$ cat config.mk
export PLATFORM = sky130hd
export DESIGN_NAME = afu_control
export DESIGN_NICKNAME = d
export VERILOG_FILES = /design/src/hdl/afu_pkg.sv /design/src/hdl/cmd_queue.sv /design/src/hdl/cmd_issue.sv /design/src/hdl/afu_control.sv
export VERILOG_INCLUDE_DIRS = /design/src /design/src/include
export SDC_FILE = /design/constraint.sdc
export NUM_CORES = 1
export LEC_CHECK = 0
export BUFFER_PORTS_ARGS = -buffer_cell sky130_fd_sc_hd__buf_2
export CAP_MARGIN = 20
export CELL_PAD_IN_SITES_DETAIL_PLACEMENT = 1
export CELL_PAD_IN_SITES_GLOBAL_PLACEMENT = 1
export CORE_ASPECT_RATIO = 1.75
export CORE_MARGIN = 1
export CORE_UTILIZATION = 56
export CTS_CLUSTER_DIAMETER = 60
export DETAILED_ROUTE_END_ITERATION = 7
export GPL_ROUTABILITY_DRIVEN = 1
export PLACE_DENSITY = 0.83
export SYNTH_ARGS = -nofsm -noshare
export SYNTH_HDL_FRONTEND = slang
export SYNTH_HIERARCHICAL = 1
export SYNTH_SLANG_ARGS = --single-unit
$ cat constraint.sdc
create_clock -name clock -period 6.8 [get_ports clock]
set_input_delay 0.34 -clock clock [delete_from_list [all_inputs] [get_ports clock]]
set_output_delay 0.34 -clock clock [all_outputs]
set_load 0.01 [all_outputs]
$ cat src/include/afu_consts.svh
`ifndef AFU_CONSTS_SVH
`define AFU_CONSTS_SVH

////////////////////////////////////////////////////////////////////////////
// Host tag space
////////////////////////////////////////////////////////////////////////////

// Tags the host can have in flight
`define AFU_NUM_TAGS 8
`define AFU_TAG_W 3

////////////////////////////////////////////////////////////////////////////
// Credits and queues
////////////////////////////////////////////////////////////////////////////

// Credits the host grants out of reset
`define AFU_INIT_CREDITS 4
// Counter and credit return field share this width
`define AFU_CREDIT_W 4
// Entries per client command queue
`define AFU_CMD_DEPTH 4

// Field widths
`define AFU_ADDR_W 64
`define AFU_CU_W 8

`endif

$ cat src/hdl/afu_pkg.sv
`include "afu_consts.svh"

package afu_pkg;

	////////////////////////////////////////////////////////////////////////////
	// Encodings
	////////////////////////////////////////////////////////////////////////////

	// Host command opcodes
	typedef enum logic [1:0] {
		CMD_READ  = 2'd0,
		CMD_WRITE = 2'd1
	} cmd_op_e;

	// Host response codes, passed through to the clients
	typedef enum logic [1:0] {
		RSP_DONE   = 2'd0,
		RSP_FAULT  = 2'd1,
		RSP_FAILED = 2'd2
	} rsp_code_e;

	////////////////////////////////////////////////////////////////////////////
	// Command and response lines
	////////////////////////////////////////////////////////////////////////////

	// Client command, opcode implied by the queue it goes into
	typedef struct packed {
		logic [`AFU_CU_W-1:0]   cu_id;
		logic [`AFU_ADDR_W-1:0] addr;
	} client_cmd_t;

	// Command towards the host
	typedef struct packed {
		logic                   valid;
		cmd_op_e                opcode;
		logic [`AFU_TAG_W-1:0]  tag;
		logic [`AFU_ADDR_W-1:0] addr;
	} host_cmd_t;

	// Response from the host
	// Credits field returns to the issue counter
	typedef struct packed {
		logic                    valid;
		logic [`AFU_TAG_W-1:0]   tag;
		rsp_code_e               code;
		logic [`AFU_CREDIT_W-1:0] credits;
	} host_rsp_t;

	// Response routed back to a client
	typedef struct packed {
		logic                 valid;
		logic [`AFU_CU_W-1:0] cu_id;
		rsp_code_e            code;
	} client_rsp_t;

endpackage

$ cat src/hdl/cmd_queue.sv
`include "afu_consts.svh"

module cmd_queue import afu_pkg::*; (
	input  logic        clock,
	input  logic        rst_n,
	input  client_cmd_t in_cmd,
	input  logic        in_valid,
	output logic        in_ready,
	output client_cmd_t head_cmd,
	output logic        not_empty,
	input  logic        pop
);

	localparam int DEPTH = `AFU_CMD_DEPTH;
	localparam int PTR_W = $clog2(DEPTH);
	localparam int CNT_W = $clog2(DEPTH + 1);

	// Entry storage
	client_cmd_t      mem [DEPTH];
	logic [PTR_W-1:0] wr_ptr;
	logic [PTR_W-1:0] rd_ptr;
	// Occupancy, 0 to DEPTH
	logic [CNT_W-1:0] count;
	logic             push;
	logic             pop_ok;

	// Wrap at the last entry
	function automatic logic [PTR_W-1:0] next_ptr(input logic [PTR_W-1:0] ptr);
		if (ptr == PTR_W'(DEPTH - 1)) begin
			return '0;
		end
		return ptr + 1'b1;
	endfunction

	////////////////////////////////////////////////////////////////////////////
	// Handshake and status
	////////////////////////////////////////////////////////////////////////////

	// Ready whenever a slot is free
	assign in_ready  = (count != CNT_W'(DEPTH));
	assign not_empty = (count != '0);
	assign push      = in_valid && in_ready;
	// Stray pop on an empty queue is ignored
	assign pop_ok    = pop && not_empty;

	// Head is read straight out of storage
	assign head_cmd = mem[rd_ptr];

	////////////////////////////////////////////////////////////////////////////
	// Storage and pointers
	////////////////////////////////////////////////////////////////////////////

	always_ff @(posedge clock) begin
		if (push) begin
			mem[wr_ptr] <= in_cmd;
		end
	end

	always_ff @(posedge clock or negedge rst_n) begin
		if (!rst_n) begin
			wr_ptr <= '0;
			rd_ptr <= '0;
			count  <= '0;
		end else begin
			if (push) begin
				wr_ptr <= next_ptr(wr_ptr);
			end
			if (pop_ok) begin
				rd_ptr <= next_ptr(rd_ptr);
			end
			// Push with pop leaves the count alone
			unique case ({push, pop_ok})
				2'b10:   count <= count + 1'b1;
				2'b01:   count <= count - 1'b1;
				default: count <= count;
			endcase
		end
	end

endmodule

$ cat src/hdl/cmd_issue.sv
`include "afu_consts.svh"

module cmd_issue import afu_pkg::*; (
	input  logic        clock,
	input  logic        rst_n,
	input  client_cmd_t rd_head,
	input  client_cmd_t wr_head,
	input  logic        rd_not_empty,
	input  logic        wr_not_empty,
	output logic        rd_pop,
	output logic        wr_pop,
	output host_cmd_t   host_cmd,
	input  host_rsp_t   host_rsp,
	output client_rsp_t read_rsp,
	output client_rsp_t write_rsp
);

	localparam int NUM_TAGS = `AFU_NUM_TAGS;
	localparam int TAG_W    = `AFU_TAG_W;
	localparam int CREDIT_W = `AFU_CREDIT_W;

	// Latched host response
	host_rsp_t           rsp_q;

	// Credit tracking
	logic [CREDIT_W-1:0] credit_cnt;
	logic [CREDIT_W-1:0] credit_next;
	logic                credit_avail;

	// Tag tracking, one busy bit per tag
	logic [NUM_TAGS-1:0] tag_busy;
	logic [NUM_TAGS-1:0] tag_busy_next;
	logic [TAG_W-1:0]    free_tag;
	logic                tag_avail;

	// Opcode and requester per tag
	cmd_op_e             tag_op [NUM_TAGS];
	logic [`AFU_CU_W-1:0] tag_cu [NUM_TAGS];
	cmd_op_e             rsp_op;

	// Arbitration result
	logic                issue_go;
	client_cmd_t         sel_cmd;
	cmd_op_e             sel_op;

	////////////////////////////////////////////////////////////////////////////
	// Host response latch
	////////////////////////////////////////////////////////////////////////////

	always_ff @(posedge clock or negedge rst_n) begin
		if (!rst_n) begin
			rsp_q <= '0;
		end else begin
			rsp_q <= host_rsp;
		end
	end

	////////////////////////////////////////////////////////////////////////////
	// Arbitration and issue
	////////////////////////////////////////////////////////////////////////////

	// Lowest free tag, scanned from the top so the low index wins
	always_comb begin
		free_tag = '0;
		for (int i = NUM_TAGS - 1; i >= 0; i--) begin
			if (!tag_busy[i]) begin
				free_tag = TAG_W'(i);
			end
		end
	end

	assign tag_avail    = ~&tag_busy;
	assign credit_avail = (credit_cnt != '0);

	// Fire needs work, a credit and a tag
	assign issue_go = (rd_not_empty || wr_not_empty) && credit_avail && tag_avail;

	// Write queue has priority over read
	assign sel_cmd = wr_not_empty ? wr_head : rd_head;
	assign sel_op  = wr_not_empty ? CMD_WRITE : CMD_READ;
	assign wr_pop  = issue_go && wr_not_empty;
	assign rd_pop  = issue_go && !wr_not_empty;

	// Host command registered on the pop edge
	always_ff @(posedge clock or negedge rst_n) begin
		if (!rst_n) begin
			host_cmd <= '0;
		end else begin
			host_cmd.valid <= issue_go;
			if (issue_go) begin
				host_cmd.opcode <= sel_op;
				host_cmd.tag    <= free_tag;
				host_cmd.addr   <= sel_cmd.addr;
			end
		end
	end

	// Remember what each tag went out for
	always_ff @(posedge clock) begin
		if (issue_go) begin
			tag_op[free_tag] <= sel_op;
			tag_cu[free_tag] <= sel_cmd.cu_id;
		end
	end

	////////////////////////////////////////////////////////////////////////////
	// Credits and tags
	////////////////////////////////////////////////////////////////////////////

	// Charge and refund may land on the same edge
	always_comb begin
		credit_next = credit_cnt;
		if (issue_go) begin
			credit_next = credit_next - 1'b1;
		end
		if (rsp_q.valid) begin
			credit_next = credit_next + rsp_q.credits;
		end
	end

	// Freed tag is busy, so it never collides with the issued one
	always_comb begin
		tag_busy_next = tag_busy;
		if (rsp_q.valid) begin
			tag_busy_next[rsp_q.tag] = 1'b0;
		end
		if (issue_go) begin
			tag_busy_next[free_tag] = 1'b1;
		end
	end

	always_ff @(posedge clock or negedge rst_n) begin
		if (!rst_n) begin
			credit_cnt <= CREDIT_W'(`AFU_INIT_CREDITS);
			tag_busy   <= '0;
		end else begin
			credit_cnt <= credit_next;
			tag_busy   <= tag_busy_next;
		end
	end

	////////////////////////////////////////////////////////////////////////////
	// Response routing
	////////////////////////////////////////////////////////////////////////////

	// Side picked by the stored opcode
	assign rsp_op = tag_op[rsp_q.tag];

	always_ff @(posedge clock or negedge rst_n) begin
		if (!rst_n) begin
			read_rsp  <= '0;
			write_rsp <= '0;
		end else begin
			read_rsp.valid  <= rsp_q.valid && (rsp_op == CMD_READ);
			write_rsp.valid <= rsp_q.valid && (rsp_op == CMD_WRITE);
			// Same payload to both, valid tells which one counts
			read_rsp.cu_id  <= tag_cu[rsp_q.tag];
			read_rsp.code   <= rsp_q.code;
			write_rsp.cu_id <= tag_cu[rsp_q.tag];
			write_rsp.code  <= rsp_q.code;
		end
	end

endmodule

$ cat src/hdl/afu_control.sv
module afu_control import afu_pkg::*; (
	input  logic        clock,
	input  logic        rst_n,
	input  client_cmd_t rd_cmd,
	input  client_cmd_t wr_cmd,
	input  logic        rd_valid,
	input  logic        wr_valid,
	output logic        rd_ready,
	output logic        wr_ready,
	output host_cmd_t   host_cmd,
	input  host_rsp_t   host_rsp,
	output client_rsp_t read_rsp,
	output client_rsp_t write_rsp
);

	// Queue heads and pops
	client_cmd_t rd_head;
	client_cmd_t wr_head;
	logic        rd_not_empty;
	logic        wr_not_empty;
	logic        rd_pop;
	logic        wr_pop;

	////////////////////////////////////////////////////////////////////////////
	// Client command queues
	////////////////////////////////////////////////////////////////////////////

	// Read client
	cmd_queue read_queue (
		.clock     (clock),
		.rst_n     (rst_n),
		.in_cmd    (rd_cmd),
		.in_valid  (rd_valid),
		.in_ready  (rd_ready),
		.head_cmd  (rd_head),
		.not_empty (rd_not_empty),
		.pop       (rd_pop)
	);

	// Write client
	cmd_queue write_queue (
		.clock     (clock),
		.rst_n     (rst_n),
		.in_cmd    (wr_cmd),
		.in_valid  (wr_valid),
		.in_ready  (wr_ready),
		.head_cmd  (wr_head),
		.not_empty (wr_not_empty),
		.pop       (wr_pop)
	);

	////////////////////////////////////////////////////////////////////////////
	// Issue stage, credits, tags and response routing
	////////////////////////////////////////////////////////////////////////////

	cmd_issue issue (
		.clock        (clock),
		.rst_n        (rst_n),
		.rd_head      (rd_head),
		.wr_head      (wr_head),
		.rd_not_empty (rd_not_empty),
		.wr_not_empty (wr_not_empty),
		.rd_pop       (rd_pop),
		.wr_pop       (wr_pop),
		.host_cmd     (host_cmd),
		.host_rsp     (host_rsp),
		.read_rsp     (read_rsp),
		.write_rsp    (write_rsp)
	);

endmodule

==> results.py <==
metrics = {
    "drt": {
        "ant_nets": 0,
        "first_iter_violations": 1249,
        "wire_per_inst_um": 30.85,
        "drt-total-wl_um": 75590,
        "viasPerCell": 6.222,
        "drtPass1Iterations": 7,
        "drc_errors": 0,
        "num_vias": 15240,
    },
    "final_layout": {
        "nets": 1896,
        "stdcell_area_mm2": 0.03468,
        "layout_common_cells": "edfxtp_1 (648), buf_2 (249), mux4_2 (162), dlygate4sd3_1 (155), dfrtp_1 (112)",
        "drive_gt1_share_pct": 33.35,
        "layout_commonest_cell": "edfxtp_1",
        "fin_cells": 2450,
        "syn2layout_area_growth_pct": 19.60,
    },
    "setup_path": {
        "cp.required_ns": 7.32,
        "r2r_cells": 13,
        "slowest_stage": "buf_4",
        "crit_family": "buffers and inverters",
        "r2r_start": "write_queue/count[0]",
        "slowest_delay_ns": 0.76,
        "rrSetupSlack_ns": 2.38,
        "start_kind": "register",
        "arrival_ns": 4.93,
        "reg2reg_to": "write_queue/count[2]",
        "worstPathCellList": "or3_4 -> buf_4 -> inv_1 -> a211oi_4 -> buf_4 -> nand2_1 -> inv_1 -> ha_1 -> inv_1 -> fa_1 -> xor2_1 -> nor2_1 -> xor2_1",
        "worst-path-buf-inv": 5,
        "crit_type": "reg2reg",
        "endpoint": "write_queue/count[2]",
        "path_common_cell": "inv_1",
        "crit_fanout": 66,
        "cp.depth": 13,
        "critPathLaunch": "write_queue/count[0]",
        "end_kind": "register",
    },
    "yosys": {
        "async_flop_share_pct": 15.29,
        "avgSynthCellArea_um2": 22.24,
        "yosysUniqueCellTypes": 55,
        "synth_seq_cells": 765,
        "synth_edf_count": 648,
        "synth_ff_type": "edfxtp_1",
        "syn_inst": 1304,
        "synthesis.nets": 1481,
        "synth-seq-area-share_pct": 77.21,
        "syn-cell-area_mm2": 0.02900,
        "ys_warn_count": 6,
    },
    "global_route": {
        "grt_max_degree": 94,
        "antenna_found_initial": 7,
        "grt_pass1_vias": 17370,
        "grt_pass1_wl_um": 111200,
        "grt.overflow.total": 0,
        "grt.total_usage_pct": 29.55,
    },
    "clocking": {
        "cts_buffers": 69,
        "clk_pin_slew_ns": 0.07,
        "clock-sinks": 765,
        "clkLatencyLatePin_ns": 0.61,
        "cts_root_buf": "clkbuf_16",
        "cts_resized": 0,
        "postCtsSetupRepairBufs": 0,
        "cts-hold-fix-buffers": 155,
        "cts_buffer_depth": 3,
        "cts_tree": "done",
        "htree_levels": 3,
    },
    "die": {
        "dieWidth_um": 174.0,
        "fp-row-count": 110,
        "start_util_pct": 56.48,
        "die_height_um": 303.0,
        "die_area_mm2": 0.05273,
        "io_pins": 252,
        "core_mm2": 0.05134,
    },
    "worst_hold_path": {
        "hp-class": "in2reg",
        "min_path_cells": 3,
    },
    "sta": {
        "finalHoldViolations": 0,
        "tns_ns": 0,
        "slew_violations": 0,
        "max_freq_mhz": 226.5,
        "skew_ns": 0.02838,
        "setup_viol": 0,
        "maxSlewHeadroom_pct": 21.68,
        "tightest_slew_ns": 1.175,
        "rsz0062_at_grt": "false",
        "fin_crit_sh_pct": 64.93,
        "min_period_ns": 4.416,
    },
    "placement": {
        "placed_area_mm2": 0.03080,
        "place.gp.congestion": 0.7671,
        "portBuffers": 250,
        "dp_hpwl_um": 41780,
        "dp_cells": 2163,
    },
    "pwr": {
        "p_seq_share_pct": 45.5,
        "p_switching_mw": 5.000,
        "comb_power_share_pct": 29.4,
        "cell_internal_pwr_mw": 10.82,
        "p_sw_share_pct": 31.60,
        "pwr-share-clk_pct": 25.2,
        "leakage_nw": 12.14,
        "irDropWorstVdd_uv": 369.2,
        "p_per_area_mw_per_mm2": 456.3,
    },
    "run_status": {
        "status": "completed",
    },
    "job": {
        "max_cap_viol_count": 0,
    },
}
==> worst register-to-register path, delay by kind of cell, from the launching register on <==
kind | cells | cell delay [ns]
AND/OR/NAND/NOR | 3 | 0.98
XOR/XNOR | 2 | 0.32
flip-flops | 1 | 0.41
buffers and inverters | 5 | 1.82
AO/OA/AOI/OAI | 1 | 0.25
adder cells (fa/ha/maj) | 2 | 0.56
==> power by group through the flow <==
stage / Clock [mW] / Sequential, mW / Combinational, mW
after floorplan: 0 / 6.97 / 3.16
after global placement: 0 / 7.14 / 4.23
after detailed placement: 0 / 7.26 / 4.49
after CTS: 4.01 / 7.19 / 4.60
after global routing: 4.18 / 7.29 / 4.93
final: 3.99 / 7.19 / 4.65
==> sequential cells by signal, indices dropped and copies added (netlist names) <==
signal              cells
issue/tag_busy          8
read_queue/rd_ptr       2
issue/tag_cu           64
issue/host_cmd         69
write_queue/mem       288
write_queue/rd_ptr      2
read_queue/count        3
issue/rsp_q            10
issue/read_rsp         11
write_queue/count       3
read_queue/mem        288
issue/write_rsp         1
read_queue/wr_ptr       2
issue/tag_op            8
write_queue/wr_ptr      2
issue/credit_cnt        4
==> kinds of logic (layout without fill, tap and decap cells) <==
| logic type | after synthesis | in the layout | share of synthesized area [%] |
|---|---|---|---|
| flops | 765 | 765 | 77.21 |
| mux | 190 | 190 | 13.72 |
| simple gates | 130 | 130 | 2.986 |
| buf+inv | 100 | 568 | 2.058 |
| compound gates | 87 | 87 | 2.757 |
| fa+ha+maj | 19 | 19 | 0.8975 |
| xor+xnor | 12 | 12 | 0.3625 |
| other cells | 1 | 7 | 0.01293 |
==> layer usage <==
layer	vias up	global-route usage [%]	share of wire (%)
met5	-	0	0.015
met4	2	13.41	4.0
met3	186	5.163	6.2
met2	751	54.25	55
met1	8073	33.69	35
li1	6232	-	-
==> through the flow <==
step / hold slack (ns) / power, mW / utilization, % / worst slack [ns]
2_1_floorplan: 0.04441 / 10.14 / - / 3.947
3_3_place_gp: 0.3396 / 11.36 / 59.99 / 2.629
3_5_place_dp: 0.3412 / 11.74 / 60.00 / 2.392
4_1_cts: 0.1150 / 15.81 / 67.50 / 2.380
5_1_grt: 0.1623 / 16.39 / 67.56 / 2.214
6_report: 0.1744 / 15.82 / 67.56 / 2.384
==> synth_stat cells, drive strengths merged (2+ instances only) <==
cell type | n | area [µm²]
mux4 | 162 | 3649
and2 | 2 | 15.02
a21o | 9 | 67.56
xnor2 | 6 | 52.55
fa | 3 | 60.06
nor3 | 2 | 10.01
nor2 | 14 | 52.55
o21ai | 4 | 20.01
mux2 | 27 | 319.1
inv | 18 | 67.56
clkbuf | 16 | 60.06
xor2 | 6 | 52.55
ha | 16 | 200.2
nor3b | 67 | 508.0
edfxtp | 648 | 19460
a21oi | 3 | 15.01
and3 | 8 | 55.05
nand2b | 2 | 12.51
nor2b | 4 | 25.02
and4 | 2 | 22.52
nand2 | 16 | 67.56
buf | 66 | 469.2
dfrtp | 116 | 2903
or3 | 2 | 13.77
or3b | 2 | 20.02
a221o | 64 | 640.6
nand3 | 4 | 20.02
==> how the worst min path moves through the flow <==
| stage | from | to | slack, ns |
|---|---|---|---|
| finish | rd_valid | read_queue/wr_ptr[0] | 0.17 |
| global route | rd_valid | read_queue/wr_ptr[0] | 0.16 |
| CTS | rd_valid | read_queue/wr_ptr[1] | 0.11 |
| detailed placement | issue/rsp_q[5] | issue/read_rsp[1] | 0.34 |
| global placement | issue/rsp_q[5] | issue/read_rsp[1] | 0.34 |
| floorplan | rst_n | issue/credit_cnt[0] | 0.04 |
==> cell type report <==
type	count	area, µm²
Timing Repair Buffer	426	2967
Clock buffer	99	2023
Antenna cell	6	15.01
Multi-Input combinational cell	439	6093
Fill cell	4106	16660
Inverter	18	67.56
Sequential cell	765	22400
Tap cell	672	840.8
Clock inverter	25	271.5
Note: power is estimated with default switching activity, not from simulation.
